==> src/common/pce_media_settings.svh <==
// Constants for ROM header detection and backup RAM layout, included by the users
`ifndef PCE_MEDIA_SETTINGS_SVH
`define PCE_MEDIA_SETTINGS_SVH

// ==================================================
// Backup RAM geometry
// ==================================================
`define PCE_BRAM_SECTORS   16     // Sectors moved per load or save
`define PCE_SECTOR_WORDS   256    // 16-bit words in a 512-byte sector

// Title header lines, in 16-byte units
`define PCE_HDR_BANK0_ADDR 20'h1f2
`define PCE_HDR_BANK1_ADDR 20'h212

// Populous signature at header offsets 6, 8, 10 and 12
`define PCE_POP_SIG0       16'h4f50
`define PCE_POP_SIG1       16'h5550
`define PCE_POP_SIG2       16'h4f4c
`define PCE_POP_SIG3       16'h5355

// Download index low bits of a SuperGrafx image
`define PCE_SGX_INDEX      5'd2

// Format defaults, "HUBM" tag then the free pointer
`define PCE_FMT_WORD0      16'h5548
`define PCE_FMT_WORD1      16'h4d42
`define PCE_FMT_WORD2      16'h8800
`define PCE_FMT_WORD3      16'h8010

`endif

==> src/common/pce_media_pkg.sv <==
// Bus and record types shared by the media blocks, imported where a block needs them
`default_nettype none

package pce_media_pkg;

	// ==================================================
	// Host download bus
	// ==================================================
	typedef struct packed {
		logic        download;  // Transfer in progress
		logic [7:0]  index;     // Menu slot of the file
		logic        wr;        // Word strobe
		logic [24:0] addr;      // Byte address
		logic [15:0] data;
	} ioctl_t;

	// Menu levels this block cares about
	typedef struct packed {
		logic rom_swap;
		logic bk_load;
		logic bk_save;
		logic autosave;
		logic format;
		logic osd_open;         // OSD shown
	} menu_ctrl_t;

	// One cheat record, words are big endian as delivered
	typedef struct packed {
		logic        load;      // Single-cycle strobe
		logic [31:0] flags;
		logic [31:0] addr;
		logic [31:0] compare;
		logic [31:0] replace;
	} cheat_code_t;

	// SD host side of the sector buffer
	typedef struct packed {
		logic        ack;
		logic [7:0]  buff_addr;
		logic [15:0] buff_dout;  // Host to core
		logic        buff_wr;
	} sd_sector_t;

endpackage

`default_nettype wire

==> src/source/cheat_code_assembler.sv <==
// Collects eight download words into one cheat record and strobes it out
`timescale 1ns/1ps
`default_nettype none

module cheat_code_assembler (
	input  wire                        clk_sys,
	input  wire                        reset,
	input  wire                        code_download,
	input  wire pce_media_pkg::ioctl_t ioctl,
	output pce_media_pkg::cheat_code_t cheat
);

	logic code_wr;

	assign code_wr = code_download & ioctl.wr;

	// Fields keep their value until overwritten, only the strobe is cleared
	always_ff @(posedge clk_sys) begin
		if (reset) begin
			cheat.load <= 1'b0;
		end else begin
			cheat.load <= 1'b0;
			if (code_wr) begin
				case (ioctl.addr[3:0])
					4'd0:  cheat.flags[15:0]    <= ioctl.data;
					4'd2:  cheat.flags[31:16]   <= ioctl.data;
					4'd4:  cheat.addr[15:0]     <= ioctl.data;
					4'd6:  cheat.addr[31:16]    <= ioctl.data;
					4'd8:  cheat.compare[15:0]  <= ioctl.data;
					4'd10: cheat.compare[31:16] <= ioctl.data;
					4'd12: cheat.replace[15:0]  <= ioctl.data;
					4'd14: begin
						cheat.replace[31:16] <= ioctl.data;
						cheat.load           <= 1'b1;  // Record complete
					end
					default: ;
				endcase
			end
		end
	end

endmodule

`default_nettype wire

==> config.mk <==
export PLATFORM = sky130hd
export DESIGN_NAME = cheat_code_assembler
export DESIGN_NICKNAME = d
export VERILOG_FILES = /design/src/common/pce_media_settings.svh /design/src/common/pce_media_pkg.sv /design/src/source/cheat_code_assembler.sv
export SDC_FILE = /design/constraint.sdc
export NUM_CORES = 1
export LEC_CHECK = 0
export BUFFER_PORTS_ARGS = -buffer_cell sky130_fd_sc_hd__buf_2
export CORE_MARGIN = 10
export CORE_UTILIZATION = 30
export DETAILED_ROUTE_END_ITERATION = 10
export SKIP_CTS_REPAIR_TIMING = 1
export SYNTH_ARGS = -nofsm -noshare
export SYNTH_HDL_FRONTEND = slang
export SYNTH_SLANG_ARGS = --single-unit
==> constraint.sdc <==
create_clock -name clk_sys -period 3.6 [get_ports clk_sys]
set_input_delay 0.18 -clock clk_sys [delete_from_list [all_inputs] [get_ports clk_sys]]
set_output_delay 0.18 -clock clk_sys [all_outputs]
set_load 0.1 [all_outputs]
==> Word-level counts from Yosys, hierarchy flattened <==
Cells that the tools add are included.
W data, S select, Z words.
{ "totals": {"register_bits": 129, "latch_bits": 0, "ramBits": 0, "romBits": 0, "inputBits": 54, "output_inout_bits": 129, "word_cells": 30, "memories": 0} }
{ "classes": {"add_sub_neg": 0, "multipliers": 0, "n_div": 0, "magnitude_cmp": 0, "n_eq_ne": 7, "n_shift": 0, "mux": 1, "bitwise": 3, "reduce_logical": 10} }
{ "ops": {"columns": ["operator", "n"], "rows": [
  ["$reduce_and A3 Y1", 8],
  ["$eq A4 B4 Y1 const B", 4],
  ["$eq A4 B3 Y1 const B", 2],
  ["$eq A4 B2 Y1 const B", 1],
  ["$logic_not A4 Y1", 1],
  ["$not A1 Y1", 2],
  ["$reduce_or A2 Y1", 1],
  ["$and A1 B1 Y1", 1],
  ["$mux W1", 1]
]} }

==> Longest topological paths before layout <==
{ "logic_depth": {"ltp_word": 3, "depth_mapped": 2, "ltp_nobuf": 2} }

==> Worst setup path before layout <==
Ideal clock, no wire load.
{ "synth_path": {"path_kind": "input port to flip-flop", "from": "in reset", "to": "reg cheat[0] in the netlist's numbering (enable)", "setup_ns": 0.437, "arrival_ns": 2.223, "slack_ns": 0.940, "stages": 2, "path_buffers": 0, "cell_sequence": "nand4b_2 > nor4b_1"} }
{ "synth_via": {"elab_chain_cells": 2} }
{ "synth_rtl": {"columns": ["item", "line", "source"], "rows": [
  ["start: declaration", "cheat_code_assembler.sv:7", "input wire reset,"],
  ["$not A1 Y1 (no line)", null, null],
  ["$reduce_and A3 Y1 (no line)", null, null],
  ["end: declaration", "cheat_code_assembler.sv:10", "output pce_media_pkg::cheat_code_t cheat"]
]} }
No other way between the ends.
A chain may end at the register's enable or synchronous reset.

==> Worst setup path in the final report <==
{ "layout_path": {"from": "in reset", "to": "reg cheat[10] in the netlist's numbering (enable)"} }
The elaborated chain is that of the path after synthesis.

==> impl_metrics.tcl <==
set metrics [dict create \
    status "completed" \
    core_area_mm2 0.0128 \
    drtIter0Drc 137 \
    grt_pass1_wl_mm 15.0 \
    fill_cells 1104 \
    cts_root_buffer "clkbuf_16" \
    final_common_cell "buf_2" \
    fmax_ghz 0.591 \
    grt_pass1_vias 2382 \
    tightest_slew_ns 0.924 \
    chipWidth_um 135 \
    ios 183 \
    final_hold_viol_count 0 \
    syn_inst 142 \
    fin_crit_ns 1.69 \
    hold_path.startpoint "ioctl[8]" \
    p_leak_nw 2.10 \
    syn_area_mm2 0.00397 \
    initial_core_util_pct 31.1 \
    ir_drop_v 0.000253 \
    nets 377 \
    layout_common_cells "buf_2 (152), edfxtp_1 (128), clkbuf_16 (17)" \
    min_period_over_period_pct 47.0 \
    vias 2118 \
    grt_overflow_total 0 \
    cts_buffers 17 \
    diodes 0 \
    avgSynthCellArea_um2 28.0 \
    antenna_found_initial 0 \
    layout-drive-gt1-share_pct 59.1 \
    required_ns 3.69 \
    cts_max_level 4 \
    synth_cell_types 9 \
    wl_per_cell_um 20.6 \
    p_per_area_mw_per_mm2 601 \
    top_register "cheat" \
    crit_arrival_ns 1.78 \
    finalMaxSlewViolations 0 \
    hpwlAfterDp_mm 7.28 \
    largestRegisters "cheat: 129 flops" \
    place.port_buffers 152 \
    grt_max_degree 17 \
    synth_area_leader_cell "edfxtp_1" \
    startpoint_type "primary input" \
    dieHeight_um 135 \
    post-route-drc-count 0 \
    cts_buffer_depth 2 \
    synth_warnings 0 \
    path_delay_family "simple AND/OR/NAND/NOR gates" \
    path_buf_inv 2 \
    postRouteAntennaNets 0 \
    cts_tree "yes" \
    setup_ws_ns 1.91 \
    preCtsSetupSlack_ns 1.44 \
    synth.net_count 196 \
    synth_top_cells_by_area "edfxtp_1 (97%), nand4bb_4 (0.69%), dfxtp_1 (0.50%)" \
    dr.pass1.iters 4 \
    slew_headroom_pct 37.9 \
    wirelength_mm 10.4 \
    hp-class "primary input to flop" \
    cts.sink_count 129 \
    critPathMaxStageDelay_ns 0.81 \
    synth_seq_area_share_pct 97.3 \
    crit_type "primary input to flop" \
    worstPathMaxFanout 11 \
    crit_chain "buf_2 > nand4b_2 > nor4b_2 > buf_4" \
    final.setup.tns_ns 0 \
    row_count 41 \
    cts.clk_slew.worst_paths_ns 0.06 \
    final_core_util_pct 43.9 \
    min_delay_worst_endpoint "cheat[56]" \
    crit_slowest_cell "nor4b_2" \
    whs_path_depth 1 \
    synth_seq_cells 129 \
    viasPerCell 4.18 \
    setup_viol 0 \
    end_kind "flop" \
    largest_reg_flops 129 \
    power_mw 3.37 \
    fp.dieArea_mm2 0.0182 \
    place_congestion 0.713 \
    rsz0062_at_grt "no" \
    synth_top_area_share_pct 96.8 \
    area_growth_pct 41.2 \
    grt_usage_pct 11.3 \
    maxCapViolations 0 \
]
-- Yosys cell counts --
cell and count:
nand4bb_4 1, dfxtp_1 1, edfxtp_1 128, nor2_1 5, nand4b_2 1, nor4b_1 2
or3b_1 1, nand3b_1 1, nor4_1 2
-- final cells by class --
type / instances / area [um2] / share of cell area, %
multi-input combinational: 13 / 143 / 2.54
clock inverter: 13 / 121 / 2.16
clock buffer: 18 / 429 / 7.65
timing repair buffer: 162 / 836 / 14.9
tap: 172 / 215 / 3.84
sequential: 129 / 3860 / 68.9
-- per-stage QoR --
stage | area [um2] | instances | hold WS, ns
after global routing | 5610 | 507 | 0.0478
after floorplan | 3970 | 142 | 0.279
after global placement | 5060 | 476 | 0.444
after CTS | 5610 | 507 | 0.0377
final | 5610 | 507 | 0.0501
after detailed placement | 5060 | 476 | 0.464
-- kinds of logic (layout without fill, tap and decap cells) --
| logic type | after synthesis | after routing | synth area share [%] |
|---|---|---|---|
| buf+inv | 0 | 193 | 0 |
| flops | 129 | 129 | 97.3 |
| simple gates | 13 | 13 | 2.71 |
-- power breakdown --
group / switching [mW] / total [mW] / internal, mW
registers: 0.00245 / 1.66 / 1.66
logic: 0.101 / 0.120 / 0.0191
clock network: 0.589 / 1.59 / 1.00
-- how the worst max path moves through the flow --
stage | from | end | slack [ns] | depth (start not counted)
3_3_place_gp | reset | cheat[3] | 1.47 | 4
5_1_grt | reset | cheat[10] | 1.80 | 4
6_report | reset | cheat[10] | 1.91 | 4
2_1_floorplan | reset | cheat[0] | 0.94 | 2
3_5_place_dp | reset | cheat[1] | 1.44 | 4
4_1_cts | reset | cheat[10] | 1.87 | 4
-- metal layers --
| metal | vias to the layer above | share of wire (%) | track usage [%] |
|---|---|---|---|
| li1 | 946 | - | - |
| met1 | 1064 | 42 | 13.1 |
| met2 | 97 | 49 | 17.9 |
| met3 | 11 | 7.6 | 5.16 |
| met4 | 0 | 1.5 | 4.72 |
| met5 | - | 0 | 0 |
Power figures use the tool's default switching activity.
