File: src/common/pce_media_settings.svh
// Constants for ROM header detection and backup RAM layout, included by the users
`ifndef PCE_MEDIA_SETTINGS_SVH
`define PCE_MEDIA_SETTINGS_SVH

// ==================================================
// Backup RAM geometry
// ==================================================
`define PCE_BRAM_SECTORS   16     // Sectors moved per load or save
`define PCE_SECTOR_WORDS   256    // 16-bit words in a 512-byte sector

// Title header lines, in 16-byte units
`define PCE_HDR_BANK0_ADDR 20'h1f2
`define PCE_HDR_BANK1_ADDR 20'h212

// Populous signature at header offsets 6, 8, 10 and 12
`define PCE_POP_SIG0       16'h4f50
`define PCE_POP_SIG1       16'h5550
`define PCE_POP_SIG2       16'h4f4c
`define PCE_POP_SIG3       16'h5355

// Download index low bits of a SuperGrafx image
`define PCE_SGX_INDEX      5'd2

// Format defaults, "HUBM" tag then the free pointer
`define PCE_FMT_WORD0      16'h5548
`define PCE_FMT_WORD1      16'h4d42
`define PCE_FMT_WORD2      16'h8800
`define PCE_FMT_WORD3      16'h8010

`endif

File: src/common/pce_media_pkg.sv
// Bus and record types shared by the media blocks, imported where a block needs them
`default_nettype none

package pce_media_pkg;

	// ==================================================
	// Host download bus
	// ==================================================
	typedef struct packed {
		logic        download;  // Transfer in progress
		logic [7:0]  index;     // Menu slot of the file
		logic        wr;        // Word strobe
		logic [24:0] addr;      // Byte address
		logic [15:0] data;
	} ioctl_t;

	// Menu levels this block cares about
	typedef struct packed {
		logic rom_swap;
		logic bk_load;
		logic bk_save;
		logic autosave;
		logic format;
		logic osd_open;         // OSD shown
	} menu_ctrl_t;

	// One cheat record, words are big endian as delivered
	typedef struct packed {
		logic        load;      // Single-cycle strobe
		logic [31:0] flags;
		logic [31:0] addr;
		logic [31:0] compare;
		logic [31:0] replace;
	} cheat_code_t;

	// SD host side of the sector buffer
	typedef struct packed {
		logic        ack;
		logic [7:0]  buff_addr;
		logic [15:0] buff_dout;  // Host to core
		logic        buff_wr;
	} sd_sector_t;

endpackage

`default_nettype wire

File: src/source/cart_loader.sv
// ROM download sequencer: optional bit swap, toggle writes to the ROM store, header checks
`timescale 1ns/1ps
`default_nettype none

`include "pce_media_settings.svh"

module cart_loader (
	input  wire                        clk_sys,
	input  wire                        reset,
	input  wire                        cart_download,
	input  wire pce_media_pkg::ioctl_t ioctl,
	input  wire                        rom_swap,
	input  wire                        rom_wr_ack,
	output logic                       ioctl_wait,
	output logic                       rom_wr,
	output logic [23:0]                rom_addr,
	output logic [15:0]                rom_data,
	output logic [1:0]                 populous,
	output logic                       sgx
);

	logic        download_d;
	logic        dl_start;
	logic [15:0] data_rev;
	logic        hdr_line;
	logic        sig_bad;

	// ==================================================
	// Data path
	// ==================================================
	always_comb begin
		for (int i = 0; i < 16; i++) begin
			data_rev[i] = ioctl.data[15 - i];
		end
	end

	assign rom_data = rom_swap ? data_rev : ioctl.data;

	assign dl_start = cart_download & ~download_d;

	// Either bank's title line
	assign hdr_line = (rom_addr[23:4] == `PCE_HDR_BANK0_ADDR) ||
	                  (rom_addr[23:4] == `PCE_HDR_BANK1_ADDR);

	always_comb begin
		case (rom_addr[3:0])
			4'd6:    sig_bad = (rom_data != `PCE_POP_SIG0);
			4'd8:    sig_bad = (rom_data != `PCE_POP_SIG1);
			4'd10:   sig_bad = (rom_data != `PCE_POP_SIG2);
			4'd12:   sig_bad = (rom_data != `PCE_POP_SIG3);
			default: sig_bad = 1'b0;  // Not a signature word
		endcase
	end

	// ==================================================
	// Write sequencer
	// ==================================================
	always_ff @(posedge clk_sys) begin
		if (reset) begin
			download_d <= 1'b0;
			ioctl_wait <= 1'b0;
			rom_wr     <= 1'b0;
			rom_addr   <= '0;
			populous   <= 2'b00;
			sgx        <= 1'b0;
		end else begin
			download_d <= cart_download;
			if (dl_start) begin
				rom_addr <= '0;
				populous <= 2'b11;  // Assume both banks until a word disagrees
				sgx      <= (ioctl.index[4:0] == `PCE_SGX_INDEX);
			end else if (ioctl.wr && cart_download) begin
				ioctl_wait <= 1'b1;
				rom_wr     <= ~rom_wr;     // New request to the store
				if (hdr_line && sig_bad)
					populous[rom_addr[13]] <= 1'b0;
			end else if (ioctl_wait && (rom_wr == rom_wr_ack)) begin
				ioctl_wait <= 1'b0;
				rom_addr   <= rom_addr + 24'd2;
			end
		end
	end

endmodule

`default_nettype wire

File: config.mk
export PLATFORM = sky130hd
export DESIGN_NAME = cart_loader
export DESIGN_NICKNAME = d
export VERILOG_FILES = /design/src/common/pce_media_pkg.sv /design/src/source/cart_loader.sv
export VERILOG_INCLUDE_DIRS = /design/src /design/src/common
export SDC_FILE = /design/constraint.sdc
export NUM_CORES = 1
export LEC_CHECK = 0
export ABC_AREA = 1
export ABC_CLOCK_PERIOD_IN_PS = 1380
export BUFFER_PORTS_ARGS = -buffer_cell sky130_fd_sc_hd__buf_4
export CORE_MARGIN = 2
export CORE_UTILIZATION = 43
export DETAILED_ROUTE_END_ITERATION = 8
export PLACE_DENSITY = 0.81
export SYNTH_ARGS = -nofsm -noshare
export SYNTH_HDL_FRONTEND = slang
export SYNTH_SLANG_ARGS = --single-unit
File: constraint.sdc
create_clock -name clk_sys -period 1.38 [get_ports clk_sys]
set_input_delay 0.138 -clock clk_sys [delete_from_list [all_inputs] [get_ports clk_sys]]
set_output_delay 0.138 -clock clk_sys [all_outputs]
set_load 0.02 [all_outputs]
; Word level (Yosys, flattened, before mapping)
; Index checks and enable logic that the tools add are counted.
[word_totals]
register_bits = 30
inputBits = 56
output_inout_bits = 45
word_cells = 50
[classes]
addsub = 1
magnitude_cmp = 2
eq_ne = 12
n_mux = 9
bitwise_logic = 7
n_reduce_logical = 13
[ops]
columns = operator, n
row1 = "16-bit by 15-bit != test with 1-bit output, second input constant", 4
row2 = "24-bit by 2-bit adder with 24-bit output, second input constant", 1
row3 = "20-bit by 10-bit == test with 1-bit output, second input constant", 1
row4 = "20-bit by 9-bit == test with 1-bit output, second input constant", 1
row5 = 16-bit two-way mux, 1
row6 = "4-bit == test, second input constant", 3
row7 = 2-bit AND reduction, 4
row8 = 2-bit two-way mux, 3
row9 = 2-bit nonzero test, 3
row10 = "5-bit by 2-bit == test with 1-bit output, second input constant", 1
row11 = "4-bit by 3-bit == test with 1-bit output, second input constant", 1
row12 = 1-bit logical AND, 4
row13 = 1-bit NOT, 4
row14 = 1-bit one-hot mux with 4 select lines, 1
row15 = 1-bit two-way mux, 3
row16 = 2-bit bitwise AND, 1
row17 = "1-bit by 2-bit less-than comparator with 1-bit output, second input constant", 1
row18 = 2-bit NOT, 1
row19 = 2-bit OR reduction, 1
row20 = 1-bit bitwise AND, 1
row21 = 1-bit demux with 1-bit select, 1
row22 = 1-bit == test, 1
row23 = "1-bit greater-or-equal comparator, second input constant", 1
row24 = 1-bit logical OR, 1

; Logic depth before layout (Yosys ltp)
; Gate-level depths: netlist of the first run.
[logic_depth]
word_depth = 9
mapped_depth = 14

; Worst setup path before layout of the first run
; No wires, ideal clock.
[synth_timing]
kind = flip-flop to flip-flop
start = register rom_addr[1]
end = register populous[1]
arrival_time_ns = 1.595
required_ns = 1.267
slack_ns = -0.329
path_stages_with_launch = 15
path_buffers = 0
period_less_slack_ns = 1.709
cell_sequence = dfxtp_1 > inv_1 > ha_1 > nand2_1 > nand2_1 > inv_1 > nand2_1 > nand2_1 > nand2_1 > nand2_1 > nor2_1 > nand2_1 > nand3_1 > nand2_1 > nand2_1
[synth_between]
elab_chain_cells = 5
[synth_lines]
columns = item, line_no
row1 = "start, declared", cart_loader.sv:16  ; output logic [23:0] rom_addr,
row2 = "start signal, assigned", cart_loader.sv:79  ; rom_addr <= rom_addr + 24'd2;
row3 = 4-bit == test or 4-bit by 3-bit == test with 1-bit output (tied branches), cart_loader.sv:46  ; case (rom_addr[3:0])
row4 = 1-bit one-hot mux with 4 select lines (*), cart_loader.sv:46
row5 = 1-bit logical AND (*), cart_loader.sv:75  ; if (hdr_line && sig_bad)
row6 = 2-bit nonzero test (no line) (*), -
row7 = 2-bit AND reduction (no line) (*), -
row8 = "end signal, assigned", cart_loader.sv:64  ; populous <= 2'b00;
row9 = "end signal, assigned", cart_loader.sv:70  ; populous <= 2'b11;
row10 = "end signal, assigned by index", cart_loader.sv:76  ; populous[rom_addr[13]] <= 1'b0;
row11 = "end, declared", cart_loader.sv:18  ; output logic [1:0] populous,
; Every way passes the cells marked *; elsewhere a longest branch is shown, timed or not.
; A chain may end at the register's enable or synchronous reset.

; Worst setup path in the final report of the first run
[layout_timing]
start = register rom_addr[2]
end = register rom_addr[13]
[layout_between]
elab_chain_cells = 1
[layout_lines]
columns = item, line_no
row1 = 24-bit by 2-bit adder with 24-bit output, cart_loader.sv:79
; Every way passes these cells.

==> results by group, run 1 <==
Outcome
  – Run status: complete, but fails checks
  – Failing checks: setup timing

Timing
  – Final worst path period need: 1.578 ns
  – RSZ-0062 raised after global routing: yes
  – F_max: 0.6338 GHz
  – Final Setup Violations: 19
  – Count of pins over their slew limit: 0
  – WHS: 0.05378 ns
  – Fin. Hold Viols: 0
  – Skew final: 0.005463 ns
  – Tcrit/Tclk final: 114.3%
  – Final setup TNS: -1.873 ns
  – Final worst slack: -0.1978 ns

Floorplanning
  – Die height: 75.54 um
  – Starting Density: 43.93%
  – Core area: 5010 um2
  – Top Ports: 101
  – Full die area: 5706 um2
  – Die width: 75.54 um
  – Row cnt: 26

Route
  – Final wirelength: 7152 um
  – Vias: 2771
  – Via density: 4.861
  – WL/cell: 12.55 um
  – DRT iter0 DRCs: 180
  – DRC viols: 0
  – 1st-pass router iterations: 4
  – Final ANT Viol Nets: 0

Placement
  – DP Worst Slack: -0.1804 ns
  – Dpl hpwl: 5253 um
  – Port Buf Inserts: 70
  – Routability Congestion: 0.9710

Global routing
  – Total global routing overflow: 0
  – Pin count of the biggest net entering global routing: 19
  – Met2 usage: 43.00%
  – GR Util met3: 4.365%
  – Most Crowded Layer GR: met2
  – First-pass GRT wire length: 10780 um
  – Met1 usage: 30.14%
  – Vias in the first global route: 2567
  – Initial antenna violation count: 0
  – Gr usage total: 24.29%

Power and ir drop
  – Comb power frac: 20.3%
  – Psw: 0.5573 mW
  – Leakage power: 1.622 nW
  – Int Power: 1.360 mW
  – Clock power share: 35.8%
  – Flop pwr share: 43.9%
  – Sw Share: 29.08%
  – Peak VDD IR: 0.0004746 V
  – Pwr dens: 533.1 nW/um2

CTS
  – H-tree depth: 2
  – Cts hold-fix bufs: 0
  – Buffer depth of the longest clock path: 2
  – Root buffer cell: clkbuf_8
  – CTS tree: done
  – Clock Latency Late Sink: 0.28 ns
  – CTS Buf Count: 5
  – CTS Sinks: 29
  – Clk pin slew, worst setup/hold paths: 0.07 ns

Worst setup path
  – Worst setup path endpoint: rom_addr[13]
  – Flop2flop setup slack: -0.20 ns
  – Reg2Reg Depth: 10
  – CP Capture Type: flip-flop
  – Worst r2r src: rom_addr[2]
  – Worst Setup Start Kind: flip-flop
  – Critical Path Start: rom_addr[2]
  – Critical path class: reg -> reg
  – Crit Path Max Fanout: 5
  – WP data arrival: 1.79 ns
  – Reg-to-Reg End: rom_addr[13]
  – Req. time, crit path: 1.59 ns

Synth
  – Top cells by area, synth: dfxtp_1 26%, nand2_1 22%, inv_1 8.7%
  – Synth top area share: 26.38%
  – Syn_nets: 435
  – Syn. warnings: 0
  – Ys flop type: dfxtp_1
  – Sequential share of the synthesized area: 26.38%
  – Mean Syn Cell Area: 5.869 um2
  – Ys async rst share: 0%
  – Cell taking the most area after synthesis: dfxtp_1
  – Post-synth EDFFs: 0
  – Yosys reg bits: 29
  – Cell Area, Synth: 2201 um2
  – Number of distinct library cells after synthesis: 30
  – Post-synthesis cell count: 375

Layout
  – Net count reported at finish: 559
  – Commonest non-fill, non-tap cells in the layout: 123 x nand2_1, 117 x buf_4, 43 x inv_1
  – ANT cells: 0
  – Fill cells: 452
  – Most common cell after layout, fill and taps aside: nand2_1
  – Area Growth Syn to Fin: 63.39%
  – Share of cells above drive strength 1: 43.60%

Min path
  – Worst Hold Class: in -> reg

Flow run
  – Max cap viols: 0
==> worst min-delay path by stage <==
stage                  to  slack, ns  start  cells past startpoint
3_3_place_gp   ioctl_wait       0.35  reset                      2
3_5_place_dp       rom_wr       0.35  reset                      2
5_1_grt            rom_wr       0.07  reset                      2
2_1_floorplan      rom_wr       0.20  reset                      1
4_1_cts            rom_wr       0.05  reset                      2
6_report           rom_wr       0.05  reset                      2
==> repair_timing <==
action	in CTS	in global routing
setup endpoints to repair	13	24
gates resized for setup	17	56
gates cloned	0	0
buffers inserted	4	7
pin swaps	10	16
==> power by group through the flow <==
stage               Sequential (mW)  Clock [mW]  Combinational, mW
floorplan                     0.877           0              0.198
global placement              0.867           0              0.364
detailed placement            0.867           0              0.372
CTS                           0.849       0.692              0.378
global route                  0.842       0.738              0.428
finish                        0.842       0.687              0.388
==> metrics by stage <==
step / cell area [um2] / util, % / std cells / total power [mW]
after floorplan: 2265 / - / 375 / 1.075
after global placement: 3166 / 63.19 / 553 / 1.231
after detailed placement: 3166 / 63.19 / 553 / 1.239
after CTS: 3367 / 67.21 / 565 / 1.919
after global routing: 3596 / 71.78 / 570 / 2.008
final: 3596 / 71.78 / 570 / 1.917
==> synth_stat cells, types with 3 or more instances <==
master      n
nand3_1    16
clkbuf_1    3
nor2_2      4
ha_1        4
nand4_1     9
a21oi_1    22
xor2_1      7
nor2_1     41
nand2_2     8
buf_6       3
nand2_1   131
inv_1      51
nor3_1     16
dfxtp_1    29
o21ai_0    11
==> worst max-delay path, cell delays in order, from the launching register on <==
cell and delay (ns):
dfxtp_4 0.41, buf_6 0.12, ha_4 0.15, inv_4 0.05, nor2_4 0.09, inv_2 0.07
nor3_4 0.25, nand3_2 0.13, nor2_1 0.11, nor2_1 0.04, nor2_1 0.09
==> routing by layer <==
layer	vias to the layer above	routed length [um]
li1	1425	-
met2	74	3578
met1	1260	3022
met4	0	146
met3	12	404
met5	-	0
==> state kept, by name, indices dropped and copies added, names as in the netlist <==
register and cells:
download_d 1, ioctl_wait 1, populous 2, rom_addr 23, rom_wr 1, sgx 1
==> cell families after synthesis <==
logic type,synth area share [%]
other cells,0.1704
fa+ha+maj,2.274
compound gates,8.812
simple gates,47.07
flops,26.38
xor+xnor,3.184
buf+inv,12.11
==> final cells by class <==
type	count	area, um2	area share [%]
Tap cell	70	87.58	2.436
Multi-Input combinational cell	284	1608	44.71
Clock buffer	8	80.08	2.227
Inverter	53	211.5	5.880
Timing Repair Buffer	126	992.2	27.59
Sequential cell	29	616.8	17.15
Note: power is estimated with default switching activity, not from simulation.
==> run 2: changes to the inputs <==
==> constraint.sdc (replaced) <==
create_clock -name clk_sys -period 1.38 [get_ports clk_sys]
set_input_delay 0.414 -clock clk_sys [delete_from_list [all_inputs] [get_ports clk_sys]]
set_output_delay 0.414 -clock clk_sys [all_outputs]
set_load 0.02 [all_outputs]
==> results by group, run 2 (synthesis results as in run 1) <==
Route
  – Vias: 3011 (+8.7%)
  – 1st-pass router iterations: 4 (unchanged)
  – Final ANT Viol Nets: 0 (unchanged)
  – Final wirelength: 9215 um (+29%)
  – DRT iter0 DRCs: 201 (+12%)
  – Via density: 5.227 (+7.5%)
  – DRC viols: 0 (unchanged)
  – WL/cell: 16.00 um (+28%)

Layout
  – Top Registers: rom_addr (23), populous (2)
  – Fill cells: 339 (-25%)
  – Max reg flops: 23 (unchanged)
  – ANT cells: 0 (unchanged)
  – Share of cells above drive strength 1: 50.00% (+6.4 points)
  – Largest Register: rom_addr
  – Commonest non-fill, non-tap cells in the layout: 107 x buf_4, 94 x nand2_1, 43 x inv_1
  – Net count reported at finish: 565 (+1.1%)
  – Final Util: 79.10% (+7.3 points)
  – Area Growth Syn to Fin: 80.05%
  – Most common cell after layout, fill and taps aside: buf_4

Power and ir drop
  – Peak VDD IR: 0.0005147 V (+8.5%)
  – Pwr dens: 540.8 nW/um2 (+1.5%)
  – Leakage power: 1.853 nW (+14%)

Global routing
  – First-pass GRT wire length: 12830 um (+19%)
  – Total global routing overflow: 0 (unchanged)
  – Pin count of the biggest net entering global routing: 13 (-6)
  – Gr usage total: 29.15% (+4.9 points)
  – Vias in the first global route: 2888 (+13%)
  – Initial antenna violation count: 0 (unchanged)

Worst setup path
  – Req. time, crit path: 1.55 ns (-0.04 ns)
  – Crit Path Max Fanout: 4 (-1)
  – Critical path class: reg -> reg
  – CP Capture Type: flip-flop
  – Worst r2r src: rom_addr[2]
  – Critical Path Start: rom_addr[2]
  – Worst Setup Start Kind: flip-flop
  – WP data arrival: 1.86 ns (+0.07 ns)

Timing
  – RSZ-0062 raised after global routing: yes
  – WHS: 0.3378 ns (+0.2840 ns)
  – Tcrit/Tclk final: 122.5% (+8.2 points)
  – Final worst slack: -0.3106 ns (-0.1128 ns)
  – Final Setup Violations: 24 (+5)
  – F_max: 0.5915 GHz (-6.7%)
  – Final worst path period need: 1.691 ns (+0.1128 ns)
  – Skew final: 0.009257 ns (+0.003794 ns)
  – Count of pins over their slew limit: 0 (unchanged)
  – Fin. Hold Viols: 0 (unchanged)

CTS
  – CTS tree: done
  – Root buffer cell: clkbuf_8
  – CTS Buf Count: 5 (unchanged)
  – Buffer depth of the longest clock path: 2 (unchanged)
  – Cts hold-fix bufs: 0 (unchanged)
  – CTS Sinks: 29 (unchanged)
  – Clock Latency Late Sink: 0.28 ns (about the same)
  – Clk pin slew, worst setup/hold paths: 0.07 ns (about the same)
  – H-tree depth: 2 (unchanged)

Outcome
  – Run status: complete, but fails checks
  – Failing checks: setup timing

Floorplanning
  – Top Ports: 101 (unchanged)
  – Row cnt: 26 (unchanged)
  – Die width: 75.54 um (unchanged)
  – Die height: 75.54 um (unchanged)
  – Core area: 5010 um2 (unchanged)
  – Starting Density: 43.93% (unchanged)
  – Full die area: 5706 um2 (unchanged)

Min path
  – Worst Hold Class: in -> reg
  – HP Start: reset

Placement
  – Routability Congestion: 0.9011 (-7.2%)
  – Dpl hpwl: 5434 um (+3.4%)
  – Port Buf Inserts: 70 (unchanged)

Flow run
  – Max cap viols: 0 (unchanged)
run 2: worst max-delay path, cell delays in order (launching register included):
cell and delay, ns:
dfxtp_4 0.40, inv_4 0.05, ha_4 0.17, nand2_4 0.08, nand2_4 0.07, inv_2 0.08, nand2_1 0.09, nand2_1 0.11
nand2_1 0.08, nand2_1 0.06, nor2_1 0.04, nand2_1 0.12, nand3_1 0.10, nand2_1 0.08, nand2_1 0.05
run 2: final timing paths:
kind / to / slack, ns / cells past startpoint
min: rom_wr / 0.34 / 2
max reg2reg: populous[0] / -0.31 / 14
max: populous[0] / -0.31 / 14
min reg2reg: sgx / 0.46 / 2
run 2: layout make-up:
type	instances	area (um2)	area share, %
Clock buffer	8	90.09	2.273
Inverter	53	225.2	5.684
Multi-Input combinational cell	284	1824	46.04
Sequential cell	29	609.3	15.38
Tap cell	70	87.58	2.210
Timing Repair Buffer	131	1115	28.13
Timing Repair inverter	1	11.26	0.2842
run 2: timing repair:
item                       CTS  global route
cloned                       2             0
buffers inserted             4             9
pin swaps                   17            24
setup endpoints to repair   31            35
resized for setup           54            74
run 2: routing by layer:
layer,global-route usage (%),share of wire [%],wire length (um),up-vias
met2,56.52,55,5077,111
met1,30.37,37,3409,1429
met4,12.09,3.5,319,0
met3,5.423,4.4,409,33
li1,-,-,-,1438
met5,0,0,0,-
run 2: power breakdown:
group	switching, mW	internal, mW
registers	0.00823	0.840
clock network	0.327	0.406
logic	0.312	0.250
total	0.647	1.50
run 2: stage by stage:
stage	cell area, um2	power [mW]	setup TNS (ns)	std cells	worst slack [ns]
after floorplan	2355	1.108	-0.1046	375	-0.03837
after global placement	3259	1.281	-2.807	554	-0.1903
after detailed placement	3259	1.292	-3.360	554	-0.2326
after CTS	3618	2.087	-0.8170	567	-0.1647
after global routing	3963	2.217	-4.530	576	-0.4083
final	3963	2.143	-2.450	576	-0.3106
