### src/common/pce_media_settings.svh
// Constants for ROM header detection and backup RAM layout, included by the users
`ifndef PCE_MEDIA_SETTINGS_SVH
`define PCE_MEDIA_SETTINGS_SVH

// ==================================================
// Backup RAM geometry
// ==================================================
`define PCE_BRAM_SECTORS   16     // Sectors moved per load or save
`define PCE_SECTOR_WORDS   256    // 16-bit words in a 512-byte sector

// Title header lines, in 16-byte units
`define PCE_HDR_BANK0_ADDR 20'h1f2
`define PCE_HDR_BANK1_ADDR 20'h212

// Populous signature at header offsets 6, 8, 10 and 12
`define PCE_POP_SIG0       16'h4f50
`define PCE_POP_SIG1       16'h5550
`define PCE_POP_SIG2       16'h4f4c
`define PCE_POP_SIG3       16'h5355

// Download index low bits of a SuperGrafx image
`define PCE_SGX_INDEX      5'd2

// Format defaults, "HUBM" tag then the free pointer
`define PCE_FMT_WORD0      16'h5548
`define PCE_FMT_WORD1      16'h4d42
`define PCE_FMT_WORD2      16'h8800
`define PCE_FMT_WORD3      16'h8010

`endif

### src/common/pce_media_pkg.sv
// Bus and record types shared by the media blocks, imported where a block needs them
`default_nettype none

package pce_media_pkg;

	// ==================================================
	// Host download bus
	// ==================================================
	typedef struct packed {
		logic        download;  // Transfer in progress
		logic [7:0]  index;     // Menu slot of the file
		logic        wr;        // Word strobe
		logic [24:0] addr;      // Byte address
		logic [15:0] data;
	} ioctl_t;

	// Menu levels this block cares about
	typedef struct packed {
		logic rom_swap;
		logic bk_load;
		logic bk_save;
		logic autosave;
		logic format;
		logic osd_open;         // OSD shown
	} menu_ctrl_t;

	// One cheat record, words are big endian as delivered
	typedef struct packed {
		logic        load;      // Single-cycle strobe
		logic [31:0] flags;
		logic [31:0] addr;
		logic [31:0] compare;
		logic [31:0] replace;
	} cheat_code_t;

	// SD host side of the sector buffer
	typedef struct packed {
		logic        ack;
		logic [7:0]  buff_addr;
		logic [15:0] buff_dout;  // Host to core
		logic        buff_wr;
	} sd_sector_t;

endpackage

`default_nettype wire

### src/backup/backup_sector_ctrl.sv
// Backup enable, autosave tracking and the SD sector sequencer for load and save
`timescale 1ns/1ps
`default_nettype none

`include "pce_media_settings.svh"

module backup_sector_ctrl (
	input  wire                            clk_sys,
	input  wire                            reset,
	input  wire                            cart_download,
	input  wire pce_media_pkg::menu_ctrl_t menu,
	input  wire                            bram_wr,
	input  wire                            img_mounted,
	input  wire                            img_readonly,
	input  wire                            img_present,
	input  wire                            sd_ack,
	output logic [31:0]                    sd_lba,
	output logic                           sd_rd,
	output logic                           sd_wr,
	output logic                           bk_busy,
	output logic                           bk_loading,
	output logic                           bk_pending
);

	localparam logic [3:0] LAST_SECTOR = 4'(`PCE_BRAM_SECTORS - 1);

	logic bk_ena;
	logic download_d;
	logic load_d;
	logic save_d;
	logic ack_d;
	logic save_req;
	logic load_start;
	logic save_start;
	logic boot_load;

	// Autosave only fires once the menu is opened
	assign save_req   = menu.bk_save | (bk_pending & menu.osd_open & menu.autosave);
	assign load_start = menu.bk_load & ~load_d;
	assign save_start = save_req & ~save_d;
	assign boot_load  = download_d & ~cart_download & img_present & bk_ena;

	// ==================================================
	// Enable and pending flags
	// ==================================================
	always_ff @(posedge clk_sys) begin
		if (reset) begin
			download_d <= 1'b0;
			bk_ena     <= 1'b0;
			bk_pending <= 1'b0;
		end else begin
			download_d <= cart_download;
			if (cart_download && !download_d)
				bk_ena <= 1'b0;
			if (cart_download && img_mounted && !img_readonly)
				bk_ena <= 1'b1;  // Save image mounts at the end of the download

			if (bk_ena && !menu.osd_open && bram_wr)
				bk_pending <= 1'b1;
			else if (bk_busy)
				bk_pending <= 1'b0;
		end
	end

	// ==================================================
	// Sector sequencer
	// ==================================================
	always_ff @(posedge clk_sys) begin
		if (reset) begin
			load_d     <= 1'b0;
			save_d     <= 1'b0;
			ack_d      <= 1'b0;
			sd_lba     <= '0;
			sd_rd      <= 1'b0;
			sd_wr      <= 1'b0;
			bk_busy    <= 1'b0;
			bk_loading <= 1'b0;
		end else begin
			load_d <= menu.bk_load;
			save_d <= save_req;
			ack_d  <= sd_ack;

			if (sd_ack && !ack_d) begin
				sd_rd <= 1'b0;  // Host took the request
				sd_wr <= 1'b0;
			end

			if (!bk_busy) begin
				if (bk_ena && (load_start || save_start)) begin
					bk_busy    <= 1'b1;
					bk_loading <= menu.bk_load;
					sd_lba     <= '0;
					sd_rd      <= menu.bk_load;
					sd_wr      <= ~menu.bk_load;
				end
				if (boot_load) begin
					bk_busy    <= 1'b1;
					bk_loading <= 1'b1;
					sd_lba     <= '0;
					sd_rd      <= 1'b1;
					sd_wr      <= 1'b0;
				end
			end else if (ack_d && !sd_ack) begin
				if (sd_lba[3:0] == LAST_SECTOR) begin
					bk_busy    <= 1'b0;
					bk_loading <= 1'b0;
				end else begin
					sd_lba <= sd_lba + 32'd1;  // Next sector
					sd_rd  <= bk_loading;
					sd_wr  <= ~bk_loading;
				end
			end
		end
	end

endmodule

`default_nettype wire

### config.mk
export PLATFORM = sky130hd
export DESIGN_NAME = backup_sector_ctrl
export DESIGN_NICKNAME = d
export VERILOG_FILES = /design/src/common/pce_media_pkg.sv /design/src/backup/backup_sector_ctrl.sv
export VERILOG_INCLUDE_DIRS = /design/src /design/src/common
export SDC_FILE = /design/constraint.sdc
export NUM_CORES = 1
export LEC_CHECK = 0
export BUFFER_PORTS_ARGS = -buffer_cell sky130_fd_sc_hd__buf_2
export CAP_MARGIN = 20
export CORE_AREA = 2 2 69 71
export DETAILED_ROUTE_END_ITERATION = 7
export DIE_AREA = 0 0 71 73
export GPL_TIMING_DRIVEN = 0
export HOLD_SLACK_MARGIN = 0.1
export PLACE_DENSITY_LB_ADDON = 0.1
export SLEW_MARGIN = 10
export SYNTH_ARGS = -nofsm -noshare
export SYNTH_HDL_FRONTEND = slang
export SYNTH_SLANG_ARGS = --single-unit
### constraint.sdc
create_clock -name clk_sys -period 1.7 [get_ports clk_sys]
set_input_delay 0.34 -clock clk_sys [delete_from_list [all_inputs] [get_ports clk_sys]]
set_output_delay 0.34 -clock clk_sys [all_outputs]
set_load 0.02 [all_outputs]
# ---- After elaboration in Yosys (flattened, before gate mapping)
# Cells that the tools add are included.
dict set report totals {
  ramBits 0
  rom_bits 0
  output_inout_bits 37
  regBits 42
  elab_cells 79
  latch_bits 0
  in_bits 14
  memories 0
}
dict set report classes {
  order_cmp 0
  n_shift 0
  n_addsub 1
  n_reduce_logical 19
  bitwise_logic 13
  multipliers 0
  eq_ne 4
  n_mux 31
  div_mod_pow 0
}
# operator count
set ops {}
lappend ops {{$mux W32} 5}
lappend ops {{$add A32 B1 Y32 const B} 1}
lappend ops {{$mux W1} 26}
lappend ops {{$logic_and A1 B1 Y1} 8}
lappend ops {{$and A1 B1 Y1} 7}
lappend ops {{$reduce_and A3 Y1} 2}
lappend ops {{$logic_not A1 Y1} 5}
lappend ops {{$not A1 Y1} 5}
lappend ops {{$eq A4 B4 Y1 const B} 1}
lappend ops {{$ne A2 B1 Y1 const B} 2}
lappend ops {{$reduce_bool A2 Y1} 2}
lappend ops {{$reduce_bool A3 Y1} 1}
lappend ops {{$ne A2 B2 Y1 const B} 1}
lappend ops {{$logic_or A1 B1 Y1} 1}
lappend ops {{$or A1 B1 Y1} 1}

# ---- Depth between registers and ports, before layout
# Gate-level depths: netlist of the first run.
dict set report depth {
  depth_word 9
  mapped_depth 7
}

# ---- Least setup slack after synthesis of the first run
# No wires, ideal clock.
dict set report synth_timing {
  path_type {flip-flop to flip-flop}
  from {register sd_lba[13]}
  to {register sd_lba[31]}
  t_arrival_ps 1695
  setup_time_ps 62
  stages_incl_launch_ff 6
  path_slack_ps -57
  required_ps 1638
  cell_sequence {dfxtp_1 -> nand4_2 -> nor4_4 -> nand4_2 -> or4_1 -> nand3_1}
}
dict set report synth_between {
  elab_chain_len 4
}
# element line
set synth_lines {}
lappend synth_lines {{start, declared} backup_sector_ctrl.sv:17} ;# output logic [31:0] sd_lba,
lappend synth_lines {{start signal, assigned} backup_sector_ctrl.sv:108} ;# sd_lba <= sd_lba + 32'd1;
lappend synth_lines {{$add A32 B1 Y32} backup_sector_ctrl.sv:108}
lappend synth_lines {{$mux W32} backup_sector_ctrl.sv:104} ;# if (sd_lba[3:0] == LAST_SECTOR) begin
lappend synth_lines {{$mux W32} backup_sector_ctrl.sv:103} ;# end else if (ack_d && !sd_ack) begin
lappend synth_lines {{$mux W32} backup_sector_ctrl.sv:88} ;# if (!bk_busy) begin
# No other way between the ends. The select of a mux whose other input is x is not followed.
# A chain may end at the register's enable or synchronous reset.

# ---- Worst setup path in the final report of the first run
dict set report layout_timing {
  from {register bk_busy}
  to {register sd_lba[15]}
}
dict set report layout_between {
  elab_chain_len 2
}
# element line
set layout_lines {}
lappend layout_lines {{start, declared} backup_sector_ctrl.sv:20} ;# output logic bk_busy,
lappend layout_lines {{start signal, assigned} backup_sector_ctrl.sv:76} ;# bk_busy <= 1'b0;
lappend layout_lines {{start signal, assigned} backup_sector_ctrl.sv:90} ;# bk_busy <= 1'b1;
lappend layout_lines {{start signal, assigned} backup_sector_ctrl.sv:97} ;# bk_busy <= 1'b1;
lappend layout_lines {{$ne A2 B2 Y1 (no source line), or another cell as far along} --}
lappend layout_lines {{$reduce_and A3 Y1 (no source line)} --}
# Parallel ways exist; a longest one is shown, timed or not.

==> metrics list, run 1 <==
- Status: finished clean
* Number of global-route vias before repair: 1748
- # Max-Cap Violations: 0
* Initial antenna violation count: 0
- The worst path uses 97.0% of the clock period.
- In the routed design, unresolved DRC markers number 0.
- In this run, CTS created clock tree buffers numbering 5.
* Critical path class: reg -> reg
- For met2 alone, demand over resource in global routing was 30.2%.
* Worst endpoint data arrival time: 1.86 ns
* Number of unique standard cell types used by synthesis: 43
* First-pass GRT wire length: 8.19 mm
* Path type of the worst min-delay path: in -> reg
* Peak VDD IR: 0.000425 V
- Final Critical Period: 1.65 ns
- Total number of H-tree levels: 2
- Leaving out fill and tap cells, the most frequent cell in the layout is sky130_fd_sc_hd__buf_2.
* Number of detailed-route iterations in the first pass: 4
- Number of warnings issued by yosys: 0
- Routability-driven placement finished with a final weighted congestion of 0.781.
* Post-Synthesis Cell Area: 1990 µm²
- Half-perimeter wire length after placement: 3.54 mm
- Final setup viols: 0
- Leaving out fill and tap cells, the most frequent cells in the layout are sky130_fd_sc_hd__buf_2 (47), sky130_fd_sc_hd__dfxtp_1 (30), sky130_fd_sc_hd__nor2_1 (21).
* Ratio of total power to cell area: 697 nW/µm²
* Required time at the worst-slack endpoint: 1.92 ns
- After detailed routing, the average wire length per cell comes to 14.3 µm.
- Timing would allow up to 607 MHz.
* Static leakage: 1.14 nW
- The number of nets handed over by synthesis was 253.
* Cell row count: 25
* Total power: 1.79 mW
- Effective utilization at floorplan: 44.0%
- The final count of pins violating max slew came to 0.
* Library cell used as clock root buffer: sky130_fd_sc_hd__clkbuf_8
- Worst Path Max Fanout: 10
- The die covers 5180 µm².
- # port buffers: 47
* Core region area: 4540 µm²
- M1 GR Usage: 28.0%
- The floorplan step set the die width to 71 µm.
* CTS max path bufs: 2
- Between clock sinks in the finished design, the worst skew comes to 0.00309 ns.
- The total overflow left after global routing is 0.
- Global-route track usage on met3: 3.18%
- GRT Total Usage: 20.0%
- Post-synthesis sequential element count: 42
- Grt peak-use layer: met2
- Filler cells: 433
* Layout cells sized above 1: 35.4%
* Nature of the critical path startpoint: flop
- At the pin with the least slew margin, the transition time is 0.541 ns.
- The hold violation total from the final report is 0.
- Die Ht: 73 µm
- Count of nets after finishing: 319
* Post-CTS clock slew at the launch and capture registers of the worst setup and hold paths: 0.08 ns
* Avg Synthesized Cell Area: 8.38 µm²
- The first routing iteration left 73 violations.
- The largest single stage delay on the critical path is 0.48 ns.
- Clock tree synthesis found a total of 42 sinks.
* Io pins: 51
* Hold slack final: 0.275 ns
- Routed wire length: 5.14 mm
* Worst-path cell chain: buf_4 -> and3b_2 -> nand2_2 -> or3_2 -> a21oi_1
* Cell count after placement: 339
- In this run the tightest slew margin relative to its limit is 64.0%.
* Cell count after synthesis: 238
- Pin count of the biggest net entering global routing: 13
- TritonCTS built the clock tree.
- Cts-stage hold buffer count: 0
- Number of routed nets with antenna violations: 0
- The slowest stage of the critical path is the sky130_fd_sc_hd__or3_2 cell.
- The routed layout has 1953 vias.
- Unrepaired setup endpoints after global routing: no
- The number of antenna diodes in the final layout is 0.
- After the flow finishes, the layout carries non-filler instances totaling 359.
* Capturing element type of the critical path: flop
* Insertion delay of the later-clocked pin in the worst-skew pair: 0.29 ns
- Using the TritonRoute via totals, the vias-per-cell ratio works out to 5.44.
- Proportion of synthesized chip area in sequential cells: 42.2%
- Synthesis-to-layout area growth: 29.0%
[path summary, 6_finish.rpt]
check / start / to / slack, ns / cells past startpoint
worst max register to register: bk_busy / sd_lba[15] / 0.05 / 5
worst min register to register: sd_lba[19] / sd_lba[19] / 0.49 / 2
worst max-delay path: bk_busy / sd_lba[15] / 0.05 / 5
worst min-delay path: menu[3] / save_d / 0.27 / 3
[critical path, delay by kind of cell (launching register included)]
kind,cells,cell delay (ns)
flip-flops,1,0.35
AND/OR/NAND/NOR,3,0.87
buffers and inverters,1,0.19
AO/OA/AOI/OAI,1,0.15
[where the power goes]
group	switching (mW)	leakage (nW)	internal [mW]	total, mW
logic	0.0777	0.742	0.0547	0.132
clock network	0.337	0.0482	0.328	0.665
registers	0.00695	0.347	0.989	0.996
total	0.422	1.14	1.37	1.79
[registers in the layout, indices dropped and copies added, names as in the netlist]
| name | cells |
|---|---|
| sd_lba | 32 |
| ack_d | 1 |
| bk_busy | 1 |
| bk_ena | 1 |
| bk_loading | 1 |
| bk_pending | 1 |
| download_d | 1 |
| load_d | 1 |
| save_d | 1 |
| sd_rd | 1 |
| sd_wr | 1 |
[timing repair]
item,in CTS,in global routing
setup buffers,8,4
gates resized for setup,15,21
pin swaps,6,6
setup endpoints to repair,27,21
cloned,0,1
[cell families (layout without fill, tap and decap cells)]
logic type / Yosys count / after routing / share of synthesized area, %
AND/OR/NAND/NOR: 122 / 123 / 34.8
multiplexers: 3 / 3 / 1.51
adder cells (fa/ha/maj): 1 / 1 / 0.627
buffers and inverters: 18 / 84 / 4.64
flip-flops: 42 / 42 / 42.2
AO/OA/AOI/OAI: 52 / 52 / 16.3
[synthesized netlist by cell type (all sizes together)]
library cell / instances / area (µm²)
and2: 19 / 121
and3b: 1 / 8.76
a31oi: 6 / 37.5
inv: 9 / 33.8
nand2: 20 / 75.1
nand4: 9 / 68.8
mux2i: 3 / 30.0
nand4b: 3 / 26.3
a21oi: 19 / 95.1
a21o: 2 / 15.0
or3: 4 / 26.3
or4: 2 / 15.0
nor4: 1 / 21.3
a211oi: 5 / 37.5
nand3b: 6 / 45.0
clkbuf: 4 / 15.0
a41oi: 1 / 16.3
nand2b: 4 / 25.0
nor2b: 4 / 25.0
o41ai: 1 / 8.76
o211ai: 2 / 15.0
nor3: 5 / 30.0
nand3: 10 / 50.1
o21ai: 10 / 50.0
a32oi: 2 / 17.5
a31o: 1 / 8.76
nor2: 26 / 100
o21a: 1 / 7.51
buf: 5 / 43.8
ha: 1 / 12.5
or2: 1 / 6.26
and3: 5 / 31.3
a221oi: 1 / 8.76
dfxtp: 42 / 841
a22oi: 1 / 7.51
and4: 2 / 17.5
[metal layers]
| metal | vias up | routed length (µm) |
|---|---|---|
| li1 | 991 | - |
| met1 | 899 | 2490 |
| met2 | 56 | 2310 |
| met3 | 7 | 250 |
| met4 | 0 | 81 |
| met5 | - | 0 |
[through the flow]
step / area [µm²] / util [%] / worst slack, ns / TNS (ns)
floorplan: 2000 / - / -0.0410 / -0.0410
global placement: 2300 / 50.8 / -0.182 / -2.77
detailed placement: 2300 / 50.8 / -0.186 / -3.16
CTS: 2500 / 55.2 / 0.00890 / 0
global route: 2570 / 56.7 / 0.0100 / 0
finish: 2570 / 56.7 / 0.0513 / 0
[cell type report]
cell class | instances | area [µm²] | area share [%]
Clock buffer | 7 | 86.3 | 3.35
Timing Repair Buffer | 59 | 325 | 12.6
Multi-Input combinational cell | 179 | 1130 | 44.0
Buffer | 8 | 58.8 | 2.28
Inverter | 9 | 33.8 | 1.31
Tap cell | 54 | 67.6 | 2.63
Sequential cell | 42 | 863 | 33.5
Clock inverter | 1 | 5.00 | 0.194
Power figures use the tool's default switching activity.
==> inputs of run 2 (changes only) <==
Settings changed: CORE_AREA 2 2 69 71 to 2 2 64 66, DIE_AREA 0 0 71 73 to 0 0 66 68, SKIP_CTS_REPAIR_TIMING set to 1.
Clock period 1.7 ns to 2 ns, I/O delays scaled along.
==> run 2 against run 1 <==
Net effect: count of clock-buffer cells in the layout is 1 lower; die area down 13%; sequential share of layout area rose by 0.79 points; clock skew is 0.0051 ns higher; sequential power fell by 15%; flip-flop and latch count unchanged; worst setup slack better by 0.069 ns; routed wire length fell by 6.3%; combinational power decreased by 23%; critical path depth grew 1; core utilization is 6.8 points higher; largest power group unchanged.
==> metrics list, run 2 (synthesis results as in run 1) <==
- The power density relative to cell area came to 728 nW/µm² (+4.5%).
- CTS tree: done
- Largest register FFs: 32 (unchanged)
- Worst-Margin Slew: 0.516 ns (-0.0246 ns)
- Multi-input combinational cell area: 1070 µm² (-5.2%)
* DRC: 0 (unchanged)
- Capturing element type of the critical path: flop
* Cell row count: 23 (-8.0%)
- The violation count after the first detailed-routing iteration is 172 (+140%).
* Wire length per cell after detailed routing: 14.0 µm (-1.9%)
- The total routing usage reported by global routing is 22.0% (+2.0 points).
- From synthesis to final layout, the design area changed by 22.8%.
* Number of routed nets with antenna violations: 0 (unchanged)
- The width of the die came to 66 µm (-7.0%).
- Static leakage: 1.09 nW (-3.7%)
- The number of antenna violations at the first check in global routing was 0 (unchanged).
- Number of global-route vias before repair: 1623 (-7.2%)
- Worst endpoint data arrival time: 2.08 ns (+0.22 ns)
* CTS max path bufs: 2 (unchanged)
- The hold violation total from the final report is 0 (unchanged).
- Hold slack final: 0.329 ns (+0.0538 ns)
- Number of max-slew violations in the final report: 0 (unchanged)
- The global-route congestion overflow total was 0 (unchanged).
- Unrepaired setup endpoints after global routing: no
- Layout Utilization: 63.5% (+6.8 points)
- Routed wire length on met2: 2.20 mm (-4.8%)
- The overall via count from detail_route came to 1930 (-1.2%).
- Critical path class: reg -> reg
- Leading cell type in the layout, fill and taps excluded: sky130_fd_sc_hd__buf_2
- The HPWL after detailed placement came to 3.46 mm (-2.1%).
- Filler cells: 384 (-11%)
* Final cycle utilization of the critical path: 94.0% (-3.0 points)
* Pin count of the biggest net entering global routing: 14 (+1)
- The first-pass detailed-route iteration total was 4 (unchanged).
* Cell count after placement: 335 (-1.2%)
- Library cell used as clock root buffer: sky130_fd_sc_hd__clkbuf_8
* WL met3: 260 µm (+4.0%)
- The highest net fanout along the worst path came to 10 (unchanged).
- Final RePlAce weighted congestion: 0.808 (+3.5%)
- The initial standard-cell utilization of the core was 51.7% (+7.7 points).
* Die Ht: 68 µm (-6.8%)
* Status: finished clean
- The routed wire length came to 4.81 mm (-6.3%).
* Reg with most FFs: sd_lba
- Number of buffers created by CTS: 5 (unchanged)
- Leaving out fill and tap cells, the most frequent cells in the layout are sky130_fd_sc_hd__buf_2 (49), sky130_fd_sc_hd__dfxtp_1 (42), sky130_fd_sc_hd__nor2_1 (24).
* # port buffers: 47 (unchanged)
* Total number of H-tree levels: 2 (unchanged)
- The worst slew margin relative to its limit came to 65.6% (+1.6 points).
- Count of nets after finishing: 307 (-3.8%)
* First-pass GRT wire length: 7.51 mm (-8.3%)
- STA classifies the critical path startpoint as a flop.
* DRT met1 WL: 2.27 mm (-8.7%)
- The setup TNS after final layout is 0 ns (unchanged).
* Layout cells sized above 1: 24.6% (-11 points)
- The diode insertion count for antenna repair was 0 (unchanged).
* Peak VDD IR: 0.000449 V (+5.6%)
- Final Critical Period: 1.88 ns (+0.231 ns)
- Final setup skew: 0.00817 ns (+0.00508 ns)
- # Max-Cap Violations: 0 (unchanged)
- The number of I/O pins was 51 (unchanged).
* Required time at the worst-slack endpoint: 2.20 ns (+0.28 ns)
- Insertion delay of the later-clocked pin in the worst-skew pair: 0.30 ns (about the same)
- Highest clock rate: 532 MHz (-12%)
* Average via count per standard cell: 5.63 (+3.4%)
- The number of endpoints failing setup at the final stage came to 0 (unchanged).
- Path type of the worst min-delay path: in -> reg
- The number of clock sinks came to 42 (unchanged).
- Uppermost layer routed: met4
- The overall die area was 4490 µm² (-13%).
* Layout Cells excl Fill: 343 (-4.5%)
- The total core area is 3860 µm² (-15%).
- Sequential cell area: 841 µm² (-2.6%)
* Post-CTS clock slew at the launch and capture registers of the worst setup and hold paths: 0.08 ns (about the same)
## run 2: per-layer routing
| layer | global-route usage [%] | vias up |
|---|---|---|
| li1 | - | 959 |
| met1 | 28.6 | 902 |
| met2 | 35.4 | 61 |
| met3 | 5.59 | 8 |
| met4 | 8.42 | 0 |
| met5 | 0 | - |
## run 2: per-stage QoR
| step | setup WS (ns) | cell area [µm²] | power (mW) |
|---|---|---|---|
| 2_1_floorplan | 0.243 | 1990 | 0.934 |
| 3_3_place_gp | 0.0204 | 2290 | 0.968 |
| 3_5_place_dp | -0.00389 | 2290 | 0.969 |
| 4_1_cts | 0.136 | 2430 | 1.79 |
| 5_1_grt | 0.0145 | 2450 | 1.83 |
| 6_report | 0.121 | 2450 | 1.78 |
## run 2: path summary, 6_finish.rpt
| path | startpoint | endpoint | depth (start not counted) | slack (ns) |
|---|---|---|---|---|
| worst min-delay path | reset | sd_lba[23] | 2 | 0.33 |
| worst max-delay path | bk_busy | sd_lba[20] | 6 | 0.12 |
| worst min register to register | sd_lba[26] | sd_lba[26] | 1 | 0.48 |
| worst max register to register | bk_busy | sd_lba[20] | 6 | 0.12 |
## run 2: report_power, final
part | internal (mW) | total, mW | switching, mW
sequential | 0.845 | 0.851 | 0.00616
clock | 0.532 | 0.831 | 0.298
combinational | 0.0392 | 0.102 | 0.0628
## run 2: worst max-delay path: stages, from the launching register on
cell                       delay [ns]
sky130_fd_sc_hd__dfxtp_1         0.32
sky130_fd_sc_hd__buf_2           0.19
sky130_fd_sc_hd__nand2b_1        0.17
sky130_fd_sc_hd__a41oi_2         0.42
sky130_fd_sc_hd__nor2_1          0.20
sky130_fd_sc_hd__clkbuf_1        0.26
sky130_fd_sc_hd__and2_1          0.22
## run 2: cell type report
type,count,share of cell area [%]
multi-input cells,178,43.9
flip-flops and latches,42,34.3
repair buffers,47,9.61
clock buffers,6,3.37
well taps,50,2.55
clock inverters,2,2.45
plain buffers,9,2.40
inverters,9,1.38
